[src/tracker_pkg.sv]
`default_nettype none

package tracker_pkg;

   // one byte of the camera data bus
   typedef logic [7:0] cam_byte_t;

   // rgb565 pixel, red in [15:11], green in [10:5], blue in [4:0]
   typedef logic [15:0] pixel_t;

   // frame position, sized for 320 x 180
   typedef logic [8:0] hcount_t;
   typedef logic [7:0] vcount_t;

   // red dominance and its bounds
   typedef logic [7:0] chroma_t;

   // centre of mass accumulators
   typedef logic [15:0] pixel_count_t;
   typedef logic [24:0] x_sum_t;
   typedef logic [23:0] y_sum_t;

   // wraps after 255 beats
   typedef logic [7:0] beat_count_t;

   // baton stroke direction
   typedef enum logic [1:0] {
      STROKE_IDLE = 2'd0,
      STROKE_DOWN = 2'd1,
      STROKE_UP   = 2'd2
   } stroke_state_t;

   // flops on each camera pin
   localparam int SYNC_STAGES = 2;

endpackage

`default_nettype wire
[src/tracker_ifs.sv]
`timescale 1ns/10ps
`default_nettype none

// reconstructed pixels with their position
interface pixel_bus_if;
   // one-cycle strobe, fields below only meaningful with it
   logic                 valid;
   tracker_pkg::pixel_t  data;
   tracker_pkg::hcount_t hcount;
   tracker_pkg::vcount_t vcount;

   modport source (output valid, output data, output hcount, output vcount);
   modport sink   (input valid, input data, input hcount, input vcount);
endinterface

// every pixel passes, mask marks the pink ones
interface mask_bus_if;
   logic                 valid;
   logic                 mask;
   tracker_pkg::hcount_t hcount;
   tracker_pkg::vcount_t vcount;

   modport source (output valid, output mask, output hcount, output vcount);
   modport sink   (input valid, input mask, input hcount, input vcount);
endinterface

`default_nettype wire

[src/baton_tracker.sv]
`timescale 1ns/10ps
`default_nettype none

module baton_tracker #(
   parameter int unsigned STROKE_HYSTERESIS = 4
) (
   input  logic                     clk_camera,
   input  logic                     sys_rst_camera,
   input  logic                     measure_i,
   input  tracker_pkg::vcount_t     com_y_i,
   input  logic                     com_valid_i,
   output logic                     beat_o,
   output tracker_pkg::beat_count_t beat_count_o
);

   tracker_pkg::stroke_state_t state;
   // lowest point of a down-stroke, highest of an up-stroke
   tracker_pkg::vcount_t       extreme;

   always_ff @(posedge clk_camera) begin
      if (sys_rst_camera) begin
         state        <= tracker_pkg::STROKE_IDLE;
         extreme      <= '0;
         beat_o       <= 1'b0;
         beat_count_o <= '0;
      end else begin
         beat_o <= 1'b0;
         if (!measure_i) begin
            // count holds while not measuring
            state <= tracker_pkg::STROKE_IDLE;
         end else if (com_valid_i) begin
            case (state)
               tracker_pkg::STROKE_IDLE: begin
                  extreme <= com_y_i;
                  state   <= tracker_pkg::STROKE_DOWN;
               end
               tracker_pkg::STROKE_DOWN: begin
                  // y grows downwards on the image
                  if (com_y_i > extreme) begin
                     extreme <= com_y_i;
                  end else if ((extreme - com_y_i) > STROKE_HYSTERESIS) begin
                     // bottom turn is the beat
                     beat_o       <= 1'b1;
                     beat_count_o <= beat_count_o + tracker_pkg::beat_count_t'(1);
                     extreme      <= com_y_i;
                     state        <= tracker_pkg::STROKE_UP;
                  end
               end
               tracker_pkg::STROKE_UP: begin
                  if (com_y_i < extreme) begin
                     extreme <= com_y_i;
                  end else if ((com_y_i - extreme) > STROKE_HYSTERESIS) begin
                     extreme <= com_y_i;
                     state   <= tracker_pkg::STROKE_DOWN;
                  end
               end
               default: state <= tracker_pkg::STROKE_IDLE;
            endcase
         end
      end
   end

   // centre arrives as a single-cycle strobe
   a_valid_pulse: assert property (@(posedge clk_camera) disable iff (sys_rst_camera)
      com_valid_i |=> !com_valid_i);

endmodule

`default_nettype wire

[src/baton_tracker_top.sv]
`timescale 1ns/10ps
`default_nettype none

module baton_tracker_top #(
   parameter int unsigned          FRAME_WIDTH       = 320,
   parameter int unsigned          FRAME_HEIGHT      = 180,
   parameter tracker_pkg::chroma_t CHROMA_LOWER      = 8'd160,
   parameter tracker_pkg::chroma_t CHROMA_UPPER      = 8'd240,
   parameter int unsigned          STROKE_HYSTERESIS = 4
) (
   input  logic                     clk_camera,
   input  logic                     sys_rst_camera,
   input  tracker_pkg::cam_byte_t   cam_data_i,
   input  logic                     cam_pclk_i,
   input  logic                     cam_hsync_i,
   input  logic                     cam_vsync_i,
   input  logic                     measure_i,
   output tracker_pkg::hcount_t     com_x_o,
   output tracker_pkg::vcount_t     com_y_o,
   output logic                     com_valid_o,
   output logic                     beat_o,
   output tracker_pkg::beat_count_t beat_count_o
);

   pixel_bus_if pix_bus ();
   mask_bus_if  mask_bus ();

   // camera pins to rgb565 pixels
   pixel_reconstruct #(
      .FRAME_WIDTH  (FRAME_WIDTH),
      .FRAME_HEIGHT (FRAME_HEIGHT)
   ) i_pixel_reconstruct (
      .clk_camera     (clk_camera),
      .sys_rst_camera (sys_rst_camera),
      .cam_data_i     (cam_data_i),
      .cam_pclk_i     (cam_pclk_i),
      .cam_hsync_i    (cam_hsync_i),
      .cam_vsync_i    (cam_vsync_i),
      .pix_o          (pix_bus.source)
   );

   // pink pixel mask
   color_threshold #(
      .CHROMA_LOWER (CHROMA_LOWER),
      .CHROMA_UPPER (CHROMA_UPPER)
   ) i_color_threshold (
      .clk_camera     (clk_camera),
      .sys_rst_camera (sys_rst_camera),
      .pix_i          (pix_bus.sink),
      .mask_o         (mask_bus.source)
   );

   // centre feeds both the outputs and the tracker
   center_of_mass #(
      .FRAME_WIDTH  (FRAME_WIDTH),
      .FRAME_HEIGHT (FRAME_HEIGHT)
   ) i_center_of_mass (
      .clk_camera     (clk_camera),
      .sys_rst_camera (sys_rst_camera),
      .mask_i         (mask_bus.sink),
      .com_x_o        (com_x_o),
      .com_y_o        (com_y_o),
      .com_valid_o    (com_valid_o)
   );

   baton_tracker #(
      .STROKE_HYSTERESIS (STROKE_HYSTERESIS)
   ) i_baton_tracker (
      .clk_camera     (clk_camera),
      .sys_rst_camera (sys_rst_camera),
      .measure_i      (measure_i),
      .com_y_i        (com_y_o),
      .com_valid_i    (com_valid_o),
      .beat_o         (beat_o),
      .beat_count_o   (beat_count_o)
   );

endmodule

`default_nettype wire

[src/center_of_mass.sv]
`timescale 1ns/10ps
`default_nettype none

module center_of_mass #(
   parameter int unsigned FRAME_WIDTH  = 320,
   parameter int unsigned FRAME_HEIGHT = 180
) (
   input  logic                  clk_camera,
   input  logic                  sys_rst_camera,
   mask_bus_if.sink              mask_i,
   output tracker_pkg::hcount_t  com_x_o,
   output tracker_pkg::vcount_t  com_y_o,
   output logic                  com_valid_o
);

   // one quotient bit per step, wide enough for the x sum
   localparam int DIV_STEPS = $bits(tracker_pkg::x_sum_t);
   localparam int REM_W     = $bits(tracker_pkg::pixel_count_t);
   localparam int STEP_W    = REM_W + DIV_STEPS;
   localparam int CNT_W     = $clog2(DIV_STEPS);

   // one restoring step, result is {remainder, quotient}
   function automatic logic [STEP_W-1:0] div_step(
      input tracker_pkg::pixel_count_t rem,
      input tracker_pkg::x_sum_t       quo,
      input tracker_pkg::pixel_count_t den
   );
      logic [REM_W:0]    trial;
      logic [STEP_W-1:0] res;
      trial = {rem, quo[DIV_STEPS-1]};
      if (trial >= {1'b0, den}) begin
         res = {REM_W'(trial - {1'b0, den}), quo[DIV_STEPS-2:0], 1'b1};
      end else begin
         res = {trial[REM_W-1:0], quo[DIV_STEPS-2:0], 1'b0};
      end
      return res;
   endfunction

   logic                      marked;
   logic                      frame_end;
   tracker_pkg::x_sum_t       x_sum;
   tracker_pkg::y_sum_t       y_sum;
   tracker_pkg::pixel_count_t count;
   tracker_pkg::x_sum_t       x_sum_next;
   tracker_pkg::y_sum_t       y_sum_next;
   tracker_pkg::pixel_count_t count_next;

   // divider state, y runs on the x width
   logic                      busy;
   logic [CNT_W-1:0]          step;
   tracker_pkg::pixel_count_t den;
   tracker_pkg::pixel_count_t x_rem;
   tracker_pkg::pixel_count_t y_rem;
   tracker_pkg::x_sum_t       x_quo;
   tracker_pkg::x_sum_t       y_quo;
   logic [STEP_W-1:0]         x_res;
   logic [STEP_W-1:0]         y_res;

   assign marked    = mask_i.valid & mask_i.mask;
   assign frame_end = mask_i.valid
                      && (mask_i.hcount == tracker_pkg::hcount_t'(FRAME_WIDTH - 1))
                      && (mask_i.vcount == tracker_pkg::vcount_t'(FRAME_HEIGHT - 1));

   // sums including the current pixel, so the last one counts
   always_comb begin
      x_sum_next = x_sum + (marked ? tracker_pkg::x_sum_t'(mask_i.hcount) : '0);
      y_sum_next = y_sum + (marked ? tracker_pkg::y_sum_t'(mask_i.vcount) : '0);
      count_next = count + tracker_pkg::pixel_count_t'(marked);
   end

   assign x_res = div_step(x_rem, x_quo, den);
   assign y_res = div_step(y_rem, y_quo, den);

   always_ff @(posedge clk_camera) begin
      if (sys_rst_camera) begin
         x_sum       <= '0;
         y_sum       <= '0;
         count       <= '0;
         busy        <= 1'b0;
         step        <= '0;
         com_valid_o <= 1'b0;
         com_x_o     <= '0;
         com_y_o     <= '0;
      end else begin
         com_valid_o <= 1'b0;
         if (frame_end) begin
            // hand the frame to the divider, start the next one empty
            x_sum <= '0;
            y_sum <= '0;
            count <= '0;
            x_quo <= x_sum_next;
            y_quo <= tracker_pkg::x_sum_t'(y_sum_next);
            x_rem <= '0;
            y_rem <= '0;
            den   <= count_next;
            step  <= '0;
            // empty frame keeps the old centre
            busy  <= (count_next != '0);
         end else begin
            x_sum <= x_sum_next;
            y_sum <= y_sum_next;
            count <= count_next;
         end
         if (busy) begin
            {x_rem, x_quo} <= x_res;
            {y_rem, y_quo} <= y_res;
            step           <= step + CNT_W'(1);
            if (step == CNT_W'(DIV_STEPS - 1)) begin
               busy        <= 1'b0;
               com_valid_o <= 1'b1;
               // mean fits the position width, low quotient bits
               com_x_o     <= tracker_pkg::hcount_t'(x_res);
               com_y_o     <= tracker_pkg::vcount_t'(y_res);
            end
         end
      end
   end

   // a frame is much longer than the division
   a_no_overlap: assert property (@(posedge clk_camera) disable iff (sys_rst_camera)
      frame_end |-> !busy);

endmodule

`default_nettype wire

[src/color_threshold.sv]
`timescale 1ns/10ps
`default_nettype none

module color_threshold #(
   parameter tracker_pkg::chroma_t CHROMA_LOWER = 8'd160,
   parameter tracker_pkg::chroma_t CHROMA_UPPER = 8'd240
) (
   input  logic       clk_camera,
   input  logic       sys_rst_camera,
   pixel_bus_if.sink  pix_i,
   mask_bus_if.source mask_o
);

   // channels widened to 8 bits
   tracker_pkg::chroma_t red8;
   tracker_pkg::chroma_t green8;
   tracker_pkg::chroma_t chroma;
   logic                 in_range;

   always_comb begin
      red8   = {pix_i.data[15:11], 3'b000};
      green8 = {pix_i.data[10:5], 2'b00};
      // red dominance, floored at zero
      chroma = (red8 > green8) ? (red8 - green8) : '0;
      // both bounds inclusive
      in_range = (chroma >= CHROMA_LOWER) && (chroma <= CHROMA_UPPER);
   end

   // strobe alone carries reset
   always_ff @(posedge clk_camera) begin
      if (sys_rst_camera) begin
         mask_o.valid <= 1'b0;
      end else begin
         mask_o.valid <= pix_i.valid;
      end
   end

   // position follows the pixel through the stage
   always_ff @(posedge clk_camera) begin
      mask_o.mask   <= in_range;
      mask_o.hcount <= pix_i.hcount;
      mask_o.vcount <= pix_i.vcount;
   end

endmodule

`default_nettype wire

[src/pixel_reconstruct.sv]
`timescale 1ns/10ps
`default_nettype none

module pixel_reconstruct #(
   parameter int unsigned FRAME_WIDTH  = 320,
   parameter int unsigned FRAME_HEIGHT = 180
) (
   input  logic                  clk_camera,
   input  logic                  sys_rst_camera,
   input  tracker_pkg::cam_byte_t cam_data_i,
   input  logic                  cam_pclk_i,
   input  logic                  cam_hsync_i,
   input  logic                  cam_vsync_i,
   pixel_bus_if.source           pix_o
);

   localparam int LAST = tracker_pkg::SYNC_STAGES - 1;

   // synchronizer chains, last stage is the usable one
   logic [LAST:0]          pclk_sync;
   logic [LAST:0]          hsync_sync;
   logic [LAST:0]          vsync_sync;
   tracker_pkg::cam_byte_t data_sync [tracker_pkg::SYNC_STAGES];

   // previous synced levels for edge detect
   logic pclk_d;
   logic hsync_d;
   logic pclk_rise;
   logic hsync_fall;

   // byte pairing and position
   logic                   byte_phase;
   tracker_pkg::cam_byte_t high_byte;
   tracker_pkg::hcount_t   hcount;
   tracker_pkg::vcount_t   vcount;

   always_ff @(posedge clk_camera) begin
      if (sys_rst_camera) begin
         pclk_sync  <= '0;
         hsync_sync <= '0;
         vsync_sync <= '0;
         pclk_d     <= 1'b0;
         hsync_d    <= 1'b0;
      end else begin
         pclk_sync  <= {pclk_sync[LAST-1:0], cam_pclk_i};
         hsync_sync <= {hsync_sync[LAST-1:0], cam_hsync_i};
         vsync_sync <= {vsync_sync[LAST-1:0], cam_vsync_i};
         pclk_d     <= pclk_sync[LAST];
         hsync_d    <= hsync_sync[LAST];
      end
   end

   // data rides alongside pclk so the byte lines up with its edge
   always_ff @(posedge clk_camera) begin
      data_sync[0] <= cam_data_i;
      for (int i = 1; i < tracker_pkg::SYNC_STAGES; i++) begin
         data_sync[i] <= data_sync[i-1];
      end
   end

   assign pclk_rise  = pclk_sync[LAST] & ~pclk_d;
   assign hsync_fall = ~hsync_sync[LAST] & hsync_d;

   always_ff @(posedge clk_camera) begin
      if (sys_rst_camera) begin
         byte_phase  <= 1'b0;
         hcount      <= '0;
         vcount      <= '0;
         pix_o.valid <= 1'b0;
      end else begin
         pix_o.valid <= 1'b0;
         // vsync wins over everything, new frame
         if (vsync_sync[LAST]) begin
            byte_phase <= 1'b0;
            hcount     <= '0;
            vcount     <= '0;
         end else if (hsync_fall) begin
            byte_phase <= 1'b0;
            hcount     <= '0;
            vcount     <= vcount + tracker_pkg::vcount_t'(1);
         end else if (pclk_rise && hsync_sync[LAST]) begin
            byte_phase <= ~byte_phase;
            if (!byte_phase) begin
               // high half first
               high_byte <= data_sync[LAST];
            end else begin
               pix_o.valid  <= 1'b1;
               pix_o.data   <= {high_byte, data_sync[LAST]};
               pix_o.hcount <= hcount;
               pix_o.vcount <= vcount;
               hcount       <= hcount + tracker_pkg::hcount_t'(1);
            end
         end
      end
   end

   // camera must not deliver more pixels than the frame holds
   a_pix_in_frame: assert property (@(posedge clk_camera) disable iff (sys_rst_camera)
      pix_o.valid |-> (pix_o.hcount < FRAME_WIDTH && pix_o.vcount < FRAME_HEIGHT));

endmodule

`default_nettype wire

[config.mk]
export PLATFORM = sky130hd
export DESIGN_NAME = baton_tracker_top
export DESIGN_NICKNAME = d
export VERILOG_FILES = /design/src/tracker_pkg.sv /design/src/tracker_ifs.sv /design/src/baton_tracker.sv /design/src/baton_tracker_top.sv /design/src/center_of_mass.sv /design/src/color_threshold.sv /design/src/pixel_reconstruct.sv
export SDC_FILE = /design/constraint.sdc
export NUM_CORES = 1
export LEC_CHECK = 0
export ABC_AREA = 1
export BUFFER_PORTS_ARGS = -buffer_cell sky130_fd_sc_hd__buf_2
export CORE_ASPECT_RATIO = 0.9
export CORE_MARGIN = 3
export CORE_UTILIZATION = 58
export CTS_BUF_LIST = sky130_fd_sc_hd__clkbuf_4
export DETAILED_ROUTE_END_ITERATION = 10
export HOLD_SLACK_MARGIN = 0.12
export PLACE_DENSITY = 0.75
export SYNTH_ARGS = -nofsm -noshare
export SYNTH_HDL_FRONTEND = slang
export SYNTH_SLANG_ARGS = --single-unit
[constraint.sdc]
create_clock -name clk_camera -period 6.8 [get_ports clk_camera]
set_clock_uncertainty 0.05 [all_clocks]
set_input_delay 1.36 -clock clk_camera [delete_from_list [all_inputs] [get_ports clk_camera]]
set_output_delay 1.36 -clock clk_camera [all_outputs]
set_load 0.01 [all_outputs]
[Word level (Yosys, flattened, before mapping)]
Memory sizes are Yosys's and may differ from the RTL's.
Cells that the tools add are included.
Storage, ports and cells
  output and inout bits: 27
  bits of input ports: 14
  memories kept: 1
  bits in registers: 293
  bits in writable memories: 16
  logic and storage cells: 136
Memories
  i_pixel_reconstruct.data_sync: words 2, width 8, rd ports 2, clocked after memory_dff 0, write ports 2, line pixel_reconstruct.sv:23  | tracker_pkg::cam_byte_t data_sync [tracker_pkg::SYNC_STAGES];
Cells by class
  reduce and logical (&&, ||, !) cells: 24
  $add $sub $neg: 12
  eq/ne operators: 11
  bitwise logic cells: 15
  order comparisons: 9
  muxes and demuxes: 30
Operator list (number)
  two-way mux 25 bit: 4
  two-way mux 41 bit: 2
  greater-than comparator 32 x 3 -> 1 bit (second input constant): 2
  two-way mux 16 bit: 3
  two-way mux 8 bit: 6
  greater-or-equal comparator 17 x 16 -> 1 bit: 2
  subtractor 16 bit: 2
  adder 25 bit: 1
  AND reduction 5 bit: 5
  adder 24 bit: 1
  one-hot mux 8 bit (3 select lines): 1
  subtractor 8 x 8 -> 9 bit: 2
  adder 16 x 1 -> 16 bit: 1
  adder 8 x 1 -> 8 bit (second input constant): 2
  greater-than comparator 8 bit: 2
  nonzero test 16 bit: 1
  inverter 1 bit: 12
  two-way mux 5 bit: 2
  adder 9 x 1 -> 9 bit (second input constant): 1
  == test 9 bit (second input constant): 1
  two-way mux 9 bit: 1
  == test 8 bit (second input constant): 1
  greater-or-equal comparator 8 bit (second input constant): 1
  <= comparator 8 bit (second input constant): 1
  22 further kinds: 44

[Depth between registers and ports, before layout]
Gate-level depths: netlist of run 1.
  depth after elaboration: 6
  depth in mapped cells: 18
  mapped depth without buffers: 17

[By module]
From an unflattened synthesis of run 1, not the netlist that was laid out.
Unflattened totals
  cells, all modules: 2006
  area, all modules: 15965.3 µm²
Modules (own cells, without submodules)
  center_of_mass: cells each 1403, times used 1, seq. area each 4724.5 µm², area an instance 10692.8 µm²
  pixel_reconstruct: cells each 214, times used 1, seq. area each 2092.0 µm², area an instance 2713.9 µm²
  baton_tracker: cells each 309, times used 1, seq. area each 380.4 µm², area an instance 1843.0 µm²
  color_threshold: cells each 80, times used 1, seq. area each 380.4 µm², area an instance 715.7 µm²

[Least setup slack after synthesis of run 1]
OpenSTA, ideal clock, no wires.
  path type: input -> register
  start: input port sys_rst_camera
  end: register i_center_of_mass.x_quo[0], enable pin
  library setup time: 524 ps
  buffers on the path: 1
  arrival: 4985 ps
  data required time: 6226 ps
  stages on the path: 2
  setup slack: 1241 ps
  cells stage by stage: clkbuf_1 nor2_1
Between the ends
  longest elaborated chain between the ends: 2
RTL lines
  start, declared: line baton_tracker_top.sv:12  | input logic sys_rst_camera,
  inverter 1 bit (no source line)
  AND reduction 2 bit (no source line)
  end signal, assigned: line center_of_mass.sv:91  | x_quo <= x_sum_next;
  end signal, assigned: line center_of_mass.sv:105  | {x_rem, x_quo} <= x_res;
  end, declared: line center_of_mass.sv:54  | tracker_pkg::x_sum_t x_quo;
No other way between the ends.
A chain may end at the register's enable or synchronous reset.

[Worst setup path after layout of run 1]
  start: register i_color_threshold.mask_o.valid
  end: register i_center_of_mass.y_quo[20], data pin
Between the ends
  longest elaborated chain between the ends: 5
RTL lines
  start, declared: line tracker_ifs.sv:23  | modport source (output valid, output mask, output hcount, output vcount);
  bitwise AND 1 bit: line center_of_mass.sv:59  | assign marked = mask_i.valid & mask_i.mask;
  two-way mux 8 bit: line center_of_mass.sv:67  | y_sum_next = y_sum + (marked ? tracker_pkg::y_sum_t'(mask_i.vcount) : '0);
  adder 24 bit: line center_of_mass.sv:67
  two-way mux 25 bit: line center_of_mass.sv:86  | if (frame_end) begin
  two-way mux 25 bit: line center_of_mass.sv:104  | if (busy) begin
  end signal, assigned: line center_of_mass.sv:92  | y_quo <= tracker_pkg::x_sum_t'(y_sum_next);
  end signal, assigned: line center_of_mass.sv:106  | {y_rem, y_quo} <= y_res;
  end, declared: line center_of_mass.sv:55  | tracker_pkg::x_sum_t y_quo;
No other way between the ends. The select of a mux whose other input is x is not followed.

==> summary.md, run 1 <==
| Metric | Value |
|---|---|
| Relative slew slack | `24.3%` |
| Metal2 WL | `13700 um` |
| CP arrival | `3.56 ns` |
| Largest net degree at the start of global routing | `79` |
| Ys flop type | `dfxtp_1` |
| CP required | `7.15 ns` |
| EDFF count, synth | `134` |
| Netlist cell types | `52` |
| Mapped Cells | `1780` |
| Achievable Freq | `0.312 GHz` |
| Worst-margin pin slew | `1.13 ns` |
| DR vias | `11894` |
| Crit start category | `flop` |
| Syn_nets | `1879` |
| Core Area | `25400 um^2` |
| WL met1 | `15200 um` |
| Setup WS post-layout | `3.60 ns` |
| 1st-iter DRT viols | `895` |
| Post-CTS setup buffer count | `0` |
| TNS Setup | `0 ns` |
| Syn Std Cell Area | `15100 um^2` |
| Area delta synth->final | `10.0%` |
| Clock Path Buffers | `3` |
| Die Wd | `176 um` |
| Final #Nets | `1964` |
| MaxCap Viol Count | `0` |
| Clock buffers created by TritonCTS | `75` |
| Static Leak | `7.05 nW` |
| Synthesized flop and latch total | `304` |
| CP Max Fanout | `18` |
| Syn Area/Cell | `8.48 um^2` |
| # setup viols final | `0` |
| Register-to-register setup slack | `3.60 ns` |
| Die Y | `159 um` |
| Power Density | `207 nW/um^2` |
| Fin crit share | `47.1%` |
| Unrepaired setup endpoints after global routing | `no` |
| Placer Congestion | `0.933` |
| Global route overflow | `0` |
| Share of cells above drive strength 1 | `10.4%` |
| Final Critical Period | `3.20 ns` |
| CP endpoint kind | `flop` |
| DIE AREA | `28000 um^2` |
| Reg clk slew, reported paths | `0.08 ns` |
| # hold bufs at CTS | `0` |
| DR vias/cell | `5.24` |
| Port Buffers | `40` |
| Vias in the first global route | `11313` |
| Antenna Nets Post-Route | `0` |
| Fin cells | `2268` |
| # IOs | `41` |
| Met3 wire length | `1700 um` |
| Most frequent cells in the layout | `326 x nand2_1, 242 x inv_1, 202 x nor2_1` |
| H-tree depth | `3` |
| Pre-CTS setup slack | `2.86 ns` |
| Most common cell after layout, fill and taps aside | `nand2_1` |
| Ys Warns | `0` |
| Outcome | `completed` |
| Row count | `55` |
| DRT Pass-1 Iters | `5` |
| TritonCTS clock tree | `done` |
| CTS resizes | `0` |
| Final core utilization | `65.4%` |
| Post-synth ARST share | `0%` |
| Total Wirelength | `31300 um` |
| Post-Place Cells | `2130` |
| Initial Util | `59.4%` |
| WL per Instance | `13.8 um` |
| Critical path class | `flop to flop` |
| Peak supply drop | `0.167 mV` |
| Slew Viols, Final | `0` |
| Final hold vios | `0` |
| CTS root buf | `clkbuf_4` |
| First-pass GRT wire length | `52300 um` |
| Skew-Pair Late Insertion Delay | `0.70 ns` |
| HPWL after DPL | `22700 um` |
| Post-synthesis sequential area ratio | `49.2%` |
| Uppermost layer routed | `met4` |
| DRC | `0` |
| Initial antenna violation count | `1` |
| Total track usage | `22.3%` |
| Min-Delay Path Class | `flop to flop` |
| CTS Sinks | `304` |
## worst max-delay path: stages, from the launching register on
cell and delay (ns):
dfxtp_1 0.32, nand2_1 0.30, nor2_1 0.27, ha_1 0.20
inv_1 0.06, fa_1 0.40, inv_1 0.07, nand3_1 0.06
nand2_1 0.11, a21oi_1 0.13, o21ai_2 0.26, nand2_1 0.10
nor2_1 0.23, nand2_1 0.08, nand2_1 0.06, nand2_1 0.04
inv_1 0.07, o21ai_0 0.09
## stage by stage
step / hold WS, ns / instance area (um^2) / total power, mW
finish: 0.269 / 16600 / 3.44
global route: 0.280 / 16600 / 3.58
CTS: 0.274 / 16600 / 3.48
detailed placement: 0.262 / 15600 / 1.97
global placement: 0.263 / 15600 / 1.96
floorplan: 0.260 / 15100 / 1.96
## registers in the layout, indices dropped and copies added, names as in the netlist, 9 cells and up
| register | cells |
|---|---|
| i_center_of_mass.com_x_o | 9 |
| i_center_of_mass.count | 16 |
| i_center_of_mass.den | 16 |
| i_center_of_mass.x_quo | 25 |
| i_center_of_mass.x_rem | 16 |
| i_center_of_mass.x_sum | 25 |
| i_center_of_mass.y_quo | 25 |
| i_center_of_mass.y_rem | 16 |
| i_center_of_mass.y_sum | 24 |
| i_color_threshold.mask_o.hcount | 9 |
| i_pixel_reconstruct.data_sync | 16 |
| i_pixel_reconstruct.hcount | 9 |
| i_pixel_reconstruct.pix_o.data | 11 |
| i_pixel_reconstruct.pix_o.hcount | 9 |
## synth_stat cells (all sizes together) (31+ instances only)
cell | instances | area (um^2)
nand4 | 33 | 219
xor2 | 42 | 368
dfxtp | 170 | 3400
a21oi | 121 | 613
edfxtp | 134 | 4020
nand2 | 334 | 1280
clkbuf | 33 | 125
nor2 | 212 | 850
nor3 | 45 | 240
nand3 | 79 | 408
ha | 79 | 988
inv | 242 | 908
xnor2 | 31 | 272
o21ai | 149 | 764
## cell families after synthesis
family                     Yosys count  synth area share, %
adders and majority gates           85                 7.35
buffers and inverters              282                 7.14
DFF                                304                 49.2
and+or+nand+nor                    734                 21.4
xor gates and xnor gates            73                 4.24
AOI/OAI and AO/OA                  302                 10.7
## final timing paths
path	start	to	cells past startpoint
setup / recovery	i_color_threshold.mask_o.valid$_SDFF_PP0_	i_center_of_mass.y_quo[20]$_DFFE_PP_	17
hold / removal	i_pixel_reconstruct.data_sync[0][2]$_DFF_P_	i_pixel_reconstruct.data_sync[0][10]$_DFF_P_	0
setup reg to reg	i_color_threshold.mask_o.valid$_SDFF_PP0_	i_center_of_mass.y_quo[20]$_DFFE_PP_	17
hold reg to reg	i_pixel_reconstruct.data_sync[0][2]$_DFF_P_	i_pixel_reconstruct.data_sync[0][10]$_DFF_P_	0
## layer usage
layer / up-vias / GRT usage [%]
met3: 53 / 4.12
met5: - / 0
met1: 5443 / 32.0
li1: 6109 / -
met2: 289 / 34.1
met4: 0 / 8.24
## power by group
part	internal [mW]	switching [mW]
Clock	0.776	0.735
Combinational	0.00625	0.0184
Sequential	1.90	0.00240
Total	2.68	0.756
## area by class of cell
cell class,count,area (um^2)
Antenna cell,1,2.50
Tap cell,342,428
Timing Repair Buffer,48,260
Multi-Input combinational cell,1194,6590
Clock inverter,30,169
Sequential cell,304,7430
Clock buffer,107,803
Inverter,242,908
Fill cell,2154,8800
Power figures use the tool's default switching activity.
==> run 2, diff against run 1 <==
==> constraint.sdc (replaced) <==
create_clock -name clk_camera -period 3.01 [get_ports clk_camera]
set_clock_uncertainty 0.05 [all_clocks]
set_input_delay 0.602 -clock clk_camera [delete_from_list [all_inputs] [get_ports clk_camera]]
set_output_delay 0.602 -clock clk_camera [all_outputs]
set_load 0.01 [all_outputs]
==> run 2 against run 1 <==
Clock-buffer cell count grew 8. Sequential share of layout area is 0.95 points lower. Routed wire length grew 2.1%. Design area grew 2.2%. Utilization rose by 1.4 points. Maximum frequency increased by 16%. Clock power is 130% higher.
==> summary.md, run 2 (synthesis gave the netlist of run 1 again) <==
| Metric | Value |
|---|---|
| Outcome | `completed (unchanged)` |
| Comb pwr share | `1.0% (was 0.7%)` |
| Sw frac | `21.7% (was 22.0%)` |
| Clock Path Buffers | `3 (unchanged)` |
| DIE AREA | `28000 um^2 (unchanged)` |
| Clock buffers created by TritonCTS | `77 (was 75)` |
| # IOs | `41 (unchanged)` |
| DRT Pass-1 Iters | `8 (was 5)` |
| # setup viols final | `0 (unchanged)` |
| Worst-margin pin slew | `0.721 ns (was 1.13 ns)` |
| Flop pwr share | `54.5% (was 55.3%)` |
| Final Critical Period | `2.76 ns (was 3.20 ns)` |
| Placer Congestion | `0.874 (was 0.933)` |
| Most common cell after layout, fill and taps aside | `nand2_1 (unchanged)` |
| Reg clk slew, reported paths | `0.07 ns (was 0.08 ns)` |
| Multi-input gate area | `6610 um^2 (was 6590 um^2)` |
| Initial antenna violation count | `1 (unchanged)` |
| Reg2reg start | `i_color_threshold.mask_o.valid$_SDFF_PP0_ (unchanged)` |
| H-tree depth | `3 (unchanged)` |
| Achievable Freq | `0.362 GHz (was 0.312 GHz)` |
| Final #Nets | `1994 (was 1964)` |
| Slew Viols, Final | `0 (unchanged)` |
| Area delta synth->final | `12.4% (was 10.0%)` |
| Layout Cell Area excl Fill | `17000 um^2 (was 16600 um^2)` |
| Clock share of power | `44.5% (was 44.0%)` |
| Final hold vios | `0 (unchanged)` |
| Dpl cell area | `15800 um^2 (was 15600 um^2)` |
| Worst Hold Endpoint | `i_pixel_reconstruct.data_sync[0][11]$_DFF_P_ (was i_pixel_reconstruct.data_sync[0][10]$_DFF_P_)` |
| Antenna Nets Post-Route | `0 (unchanged)` |
| Power Density | `465 nW/um^2 (was 207 nW/um^2)` |
| 1st-iter DRT viols | `852 (was 895)` |
| CP Max Fanout | `12 (was 18)` |
| Unrepaired setup endpoints after global routing | `no (unchanged)` |
| CP arrival | `3.09 ns (was 3.56 ns)` |
| DR vias/cell | `5.26 (was 5.24)` |
| DR vias | `12085 (was 11894)` |
| WL per Instance | `13.9 um (was 13.8 um)` |
| Total track usage | `23.1% (was 22.3%)` |
| Critical path class | `flop to flop (unchanged)` |
| MaxCap Viol Count | `0 (unchanged)` |
| Hold Path Origin | `i_pixel_reconstruct.data_sync[0][3]$_DFF_P_ (was i_pixel_reconstruct.data_sync[0][2]$_DFF_P_)` |
| Fill cells | `2105 (was 2154)` |
| R2r worst-path depth | `17 (unchanged)` |
| Register-to-register setup slack | `0.25 ns (was 3.60 ns)` |
| TNS Setup | `0 ns (unchanged)` |
| Die Y | `159 um (unchanged)` |
| Die Wd | `176 um (unchanged)` |
| Vias in the first global route | `11799 (was 11313)` |
| TritonCTS clock tree | `done (unchanged)` |
| Initial Util | `59.4% (unchanged)` |
| CP endpoint kind | `flop (unchanged)` |
| Switch Pwr | `1.71 mW (was 0.756 mW)` |
| Hold path cells | `0 (unchanged)` |
| Peak supply drop | `0.477 mV (was 0.167 mV)` |
| CTS Sinks | `304 (unchanged)` |
| DRC | `0 (unchanged)` |
| CP required | `3.34 ns (was 7.15 ns)` |
| Fin crit share | `91.8% (was 47.1%)` |
| Top flop regs | `i_center_of_mass.x_quo (25), i_center_of_mass.x_sum (25), i_center_of_mass.y_quo (25) (unchanged)` |
| Critical path launch point | `i_color_threshold.mask_o.valid$_SDFF_PP0_ (unchanged)` |
| Global route overflow | `0 (unchanged)` |
| Port Buffers | `40 (unchanged)` |
| FF-to-FF End | `i_center_of_mass.y_quo[18]$_DFFE_PP_ (was i_center_of_mass.y_quo[20]$_DFFE_PP_)` |
| Most frequent cells in the layout | `323 x nand2_1, 242 x inv_1, 200 x nor2_1 (was 326 x nand2_1, 242 x inv_1, 202 x nor2_1)` |
| Core Area | `25400 um^2 (unchanged)` |
| CTS root buf | `clkbuf_4 (unchanged)` |
| Sequential cell area | `7430 um^2 (unchanged)` |
| Relative slew slack | `51.9% (was 24.3%)` |
| Skew-Pair Late Insertion Delay | `0.69 ns (was 0.70 ns)` |
| Internal power | `6.17 mW (was 2.68 mW)` |
| Total Wirelength | `32000 um (was 31300 um)` |
| First-pass GRT wire length | `54200 um (was 52300 um)` |
| Crit start category | `flop (unchanged)` |
| Largest net degree at the start of global routing | `70 (was 79)` |
| Row count | `55 (unchanged)` |
| Share of cells above drive strength 1 | `11.6% (was 10.4%)` |
| Static Leak | `7.23 nW (was 7.05 nW)` |
| Min-Delay Path Class | `flop to flop (unchanged)` |
| HPWL after DPL | `22700 um (about the same)` |
run 2: through the flow:
step | hold WS (ns) | worst slack (ns) | power [mW] | utilization [%] | cells
6_report | 0.272 | 0.247 | 7.88 | 66.8 | 2299
5_1_grt | 0.281 | 0.00861 | 8.20 | 66.8 | 2299
4_1_cts | 0.273 | 0.0447 | 7.98 | 66.7 | 2297
3_5_place_dp | 0.262 | 0.0656 | 4.45 | 62.2 | 2144
3_3_place_gp | 0.260 | 0.221 | 4.44 | 62.2 | 2144
2_1_floorplan | 0.260 | 0.250 | 4.42 | - | 1780
run 2: how the worst max path moves through the flow:
stage	end	slack, ns	cells after the start
after floorplan	i_center_of_mass.x_quo[0]$_DFFE_PP_	0.25	6
after global placement	i_center_of_mass.y_quo[18]$_DFFE_PP_	0.22	17
after detailed placement	i_center_of_mass.y_quo[18]$_DFFE_PP_	0.07	17
after CTS	i_center_of_mass.y_quo[18]$_DFFE_PP_	0.04	17
after global routing	i_center_of_mass.y_quo[20]$_DFFE_PP_	0.009	17
final	i_center_of_mass.y_quo[18]$_DFFE_PP_	0.25	17
run 2: power by group through the flow:
stage | Clock (mW) | Sequential [mW] | Combinational [mW]
floorplan | 0 | 4.38 | 0.0365
global placement | 0 | 4.38 | 0.0598
detailed placement | 0 | 4.38 | 0.0614
CTS | 3.61 | 4.29 | 0.0742
global route | 3.83 | 4.29 | 0.0829
finish | 3.51 | 4.29 | 0.0762
run 2: layout make-up:
cell class / count / area share (%)
Sequential cell: 304 / 43.8
Multi-Input combinational cell: 1194 / 39.0
Inverter: 242 / 5.36
Clock buffer: 115 / 5.09
Timing Repair Buffer: 76 / 3.34
Tap cell: 342 / 2.52
Clock inverter: 25 / 0.849
Antenna cell: 1 / 0.0148
run 2: repair_timing:
item                       4_1_cts  5_1_grt
setup buffers                    0        1
hold buffers                    13        0
setup endpoints to repair        0       16
hold endpoints to repair        13        0
gates resized for setup          0        6
run 2: layer usage:
| metal | global-route usage [%] | share of wire (%) | routed length, um | vias to the layer above |
|---|---|---|---|---|
| met5 | 0 | 0 | 0 | - |
| met4 | 7.59 | 2.1 | 670 | 0 |
| met3 | 3.89 | 4.3 | 1370 | 67 |
| met2 | 37.9 | 46 | 14800 | 271 |
| met1 | 31.3 | 47 | 15100 | 5573 |
| li1 | - | - | - | 6174 |
run 2: critical path: stages, from the launching register on:
cell	delay, ns
dfxtp_1	0.37
nand2_4	0.11
nor2_1	0.11
ha_1	0.17
inv_1	0.06
fa_1	0.41
inv_1	0.07
nand3_1	0.06
nand2_1	0.11
a21oi_1	0.13
o21ai_2	0.26
inv_1	0.08
nor2_2	0.17
nand2_1	0.07
nand2_1	0.06
nand2_1	0.04
inv_1	0.06
o21ai_0	0.09
==> run 3, diff against run 2 <==
--- a/config.mk
+++ b/config.mk
@@ -8,7 +8,7 @@
 export ABC_AREA = 1
 export BUFFER_PORTS_ARGS = -buffer_cell sky130_fd_sc_hd__buf_2
 export CORE_ASPECT_RATIO = 0.9
-export CORE_MARGIN = 3
+export CORE_MARGIN = 2
 export CORE_UTILIZATION = 58
 export CTS_BUF_LIST = sky130_fd_sc_hd__clkbuf_4
 export DETAILED_ROUTE_END_ITERATION = 10
==> run 3 against run 2 <==
Via count decreased by 0.35%. Sequential power about the same. Worst setup slack improved by 0.039 ns. Sequential cell count unchanged. Design area about the same. Critical path depth decreased by 1. Final cell count about the same. Global-route usage increased by 0.57 points. Highest routed layer unchanged.
==> summary.md, run 3 (synthesis gave the netlist of run 1 again) <==
| Metric | Value |
|---|---|
| WL per Instance | `13.6 um (was 13.9 um)` |
| Switch Pwr | `1.76 mW (was 1.71 mW)` |
| Flop pwr share | `53.7% (was 54.5%)` |
| Final #Nets | `1992 (was 1994)` |
| Most common cell on crit path | `inv_1` |
| GR Util met1 | `31.6% (was 31.3%)` |
| Total Wirelength | `31300 um (was 32000 um)` |
| Critical path class | `flop to flop (unchanged)` |
| Crit start category | `flop (unchanged)` |
| DR vias/cell | `5.24 (was 5.26)` |
| Antenna Nets Post-Route | `0 (unchanged)` |
| HPWL after DPL | `22300 um (was 22700 um)` |
| Most Used Layer, Global Route | `met2 (unchanged)` |
| Skew-Pair Late Insertion Delay | `0.72 ns (was 0.69 ns)` |
| Area delta synth->final | `12.3% (was 12.4%)` |
| Reg clk slew, reported paths | `0.06 ns (was 0.07 ns)` |
| Static Leak | `7.23 nW (about the same)` |
| Fin cells | `2300 (was 2299)` |
| FF-to-FF End | `i_center_of_mass.y_quo[14]$_DFFE_PP_ (was i_center_of_mass.y_quo[18]$_DFFE_PP_)` |
| Critical path launch point | `i_color_threshold.mask_o.mask$_DFF_P_ (was i_color_threshold.mask_o.valid$_SDFF_PP0_)` |
| Share of cells above drive strength 1 | `11.9% (was 11.6%)` |
| Most frequent cells in the layout | `325 x nand2_1, 242 x inv_1, 200 x nor2_1 (was 323 x nand2_1, 242 x inv_1, 200 x nor2_1)` |
| Slew Viols, Final | `0 (unchanged)` |
| CP endpoint kind | `flop (unchanged)` |
| CP Max Fanout | `12 (unchanged)` |
| Largest net degree at the start of global routing | `130 (was 70)` |
| TritonCTS clock tree | `done (unchanged)` |
| MaxCap Viol Count | `0 (unchanged)` |
| Die Y | `157 um (was 159 um)` |
| Clock Path Buffers | `3 (unchanged)` |
| Final Critical Period | `2.72 ns (was 2.76 ns)` |
| Total track usage | `23.7% (was 23.1%)` |
| Clock share of power | `45.4% (was 44.5%)` |
| Clock buffers created by TritonCTS | `77 (unchanged)` |
| Worst setup path end | `i_center_of_mass.y_quo[14]$_DFFE_PP_ (was i_center_of_mass.y_quo[18]$_DFFE_PP_)` |
| Slowest CP cell | `fa_1 (unchanged)` |
| Placer Congestion | `0.900 (was 0.874)` |
| DRC | `0 (unchanged)` |
| Post-Place Cells | `2141 (was 2144)` |
| Core Area | `25300 um^2 (was 25400 um^2)` |
| Initial antenna violation count | `1 (unchanged)` |
| Achievable Freq | `0.367 GHz (was 0.362 GHz)` |
| Critical path's largest stage delay | `0.39 ns (was 0.41 ns)` |
| # setup viols final | `0 (unchanged)` |
| Min-Delay Path Class | `flop to flop (unchanged)` |
| Vias in the first global route | `11518 (was 11799)` |
| CP arrival | `3.06 ns (was 3.09 ns)` |
| # IOs | `41 (unchanged)` |
| 1st-iter DRT viols | `729 (was 852)` |
| GR Util met3 | `4.83% (was 3.89%)` |
| Row count | `55 (unchanged)` |
| Internal power | `6.23 mW (was 6.17 mW)` |
| Total power | `8.00 mW (was 7.88 mW)` |
| CP required | `3.35 ns (was 3.34 ns)` |
| Worst-margin pin slew | `1.12 ns (was 0.721 ns)` |
| Global route overflow | `0 (unchanged)` |
| Sw frac | `22.1% (was 21.7%)` |
| Register-to-register setup slack | `0.29 ns (was 0.25 ns)` |
| Most common cell after layout, fill and taps aside | `nand2_1 (unchanged)` |
| DIE AREA | `27300 um^2 (was 28000 um^2)` |
| R2r worst-path depth | `16 (was 17)` |
| Final core utilization | `66.9% (was 66.8%)` |
| CTS Sinks | `304 (unchanged)` |
| Relative slew slack | `25.4% (was 51.9%)` |
| DR vias | `12043 (was 12085)` |
| Top flop regs | `i_center_of_mass.x_quo (25), i_center_of_mass.x_sum (25), i_center_of_mass.y_quo (25) (unchanged)` |
| First-pass GRT wire length | `53200 um (was 54200 um)` |
| Die Wd | `174 um (was 176 um)` |
| H-tree depth | `3 (unchanged)` |
| Comb pwr share | `1.0% (about the same)` |
| Final hold vios | `0 (unchanged)` |
| Outcome | `completed (unchanged)` |
| Met2 usage | `37.7% (was 37.9%)` |
| CTS root buf | `clkbuf_4 (unchanged)` |
| Power Density | `472 nW/um^2 (was 465 nW/um^2)` |
| DRT Pass-1 Iters | `5 (was 8)` |
| Port Buffers | `40 (unchanged)` |
| Worst-path cell chain | `nand2_4 -> nor2_1 -> ha_2 -> inv_1 -> fa_1 -> inv_1 -> nand3_1 -> nand2_1 -> a21oi_2 -> o21ai_2 -> buf_4 -> nand3_1 -> o21ai_0 -> nand2_1 -> inv_1 -> o21ai_0 (was nand2_4 -> nor2_1 -> ha_1 -> inv_1 -> fa_1 -> inv_1 -> nand3_1 -> nand2_1 -> a21oi_1 -> o21ai_2 -> inv_1 -> nor2_2 -> nand2_1 -> nand2_1 -> nand2_1 -> inv_1 -> o21ai_0)` |
| Initial Util | `59.6% (was 59.4%)` |
| Peak supply drop | `0.443 mV (was 0.477 mV)` |
| Fin crit share | `90.5% (was 91.8%)` |
| Reg2reg start | `i_color_threshold.mask_o.mask$_DFF_P_ (was i_color_threshold.mask_o.valid$_SDFF_PP0_)` |
[run 3: cell count changes in the layout (fill, tap and decap cells not counted), moves of 2 or more]
cell	before	now
buf_12	5	3
nand2_1	323	325
clkinv_4	3	0
clkbuf_4	115	120
nand2_2	8	6
clkinv_1	17	13
clkinvlp_4	2	5
[run 3: layout make-up]
type / instances / area (um^2)
Antenna cell: 1 / 2.50
Clock buffer: 120 / 901
Clock inverter: 23 / 139
Fill cell: 2144 / 8380
Inverter: 242 / 908
Multi-Input combinational cell: 1194 / 6610
Sequential cell: 304 / 7430
Tap cell: 342 / 428
Timing Repair Buffer: 74 / 526
[run 3: how the worst min path moves through the flow]
stage	from	to	slack, ns	cells after the start
2_1_floorplan	i_pixel_reconstruct.data_sync[0][2]$_DFF_P_	i_pixel_reconstruct.data_sync[0][10]$_DFF_P_	0.26	0
3_3_place_gp	i_pixel_reconstruct.data_sync[0][7]$_DFF_P_	i_pixel_reconstruct.data_sync[0][15]$_DFF_P_	0.26	0
3_5_place_dp	i_pixel_reconstruct.data_sync[0][1]$_DFF_P_	i_pixel_reconstruct.data_sync[0][9]$_DFF_P_	0.26	0
4_1_cts	i_pixel_reconstruct.data_sync[0][1]$_DFF_P_	i_pixel_reconstruct.data_sync[0][9]$_DFF_P_	0.28	0
5_1_grt	i_pixel_reconstruct.pix_o.vcount[7]$_DFFE_PP_	i_color_threshold.mask_o.vcount[7]$_DFF_P_	0.28	0
6_report	i_pixel_reconstruct.data_sync[0][1]$_DFF_P_	i_pixel_reconstruct.data_sync[0][9]$_DFF_P_	0.28	0
[run 3: critical path, delay by kind of cell (launching register included)]
kind | cells | cell delay, ns
flip-flops | 1 | 0.35
buffers and inverters | 4 | 0.34
AND/OR/NAND/NOR | 6 | 0.57
adder cells (fa/ha/maj) | 2 | 0.59
AO/OA/AOI/OAI | 4 | 0.53
[run 3: per-stage QoR]
step / setup slack (ns) / setup TNS, ns / hold slack, ns / instance area [um^2]
2_1_floorplan: 0.250 / 0 / 0.260 / 15100
5_1_grt: -0.00542 / -0.00542 / 0.283 / 16900
4_1_cts: 0.0566 / 0 / 0.278 / 16900
6_report: 0.285 / 0 / 0.276 / 16900
3_5_place_dp: 0.0803 / 0 / 0.263 / 15700
3_3_place_gp: 0.222 / 0 / 0.260 / 15700
[run 3: power groups by stage]
stage / Sequential [mW] / Combinational, mW / Clock [mW]
final: 4.29 / 0.0771 / 3.63
after global routing: 4.29 / 0.0853 / 3.94
after CTS: 4.29 / 0.0766 / 3.73
after detailed placement: 4.38 / 0.0639 / 0
after global placement: 4.38 / 0.0633 / 0
after floorplan: 4.38 / 0.0365 / 0
[run 3: repair_timing]
item                                    CTS  global route
setup buffers                             0             2
endpoints found under the hold margin    13             0
endpoints found under the setup margin    0            16
resized for setup                         0             7
hold buffers                             13             0
[run 3: per-layer routing]
| layer | part of all wire [%] | vias to the layer above | wire length, um |
|---|---|---|---|
| li1 | - | 6173 | - |
| met1 | 47 | 5491 | 14700 |
| met2 | 44 | 300 | 13900 |
| met3 | 5.6 | 79 | 1740 |
| met4 | 3.1 | 0 | 967 |
| met5 | 0 | - | 0 |
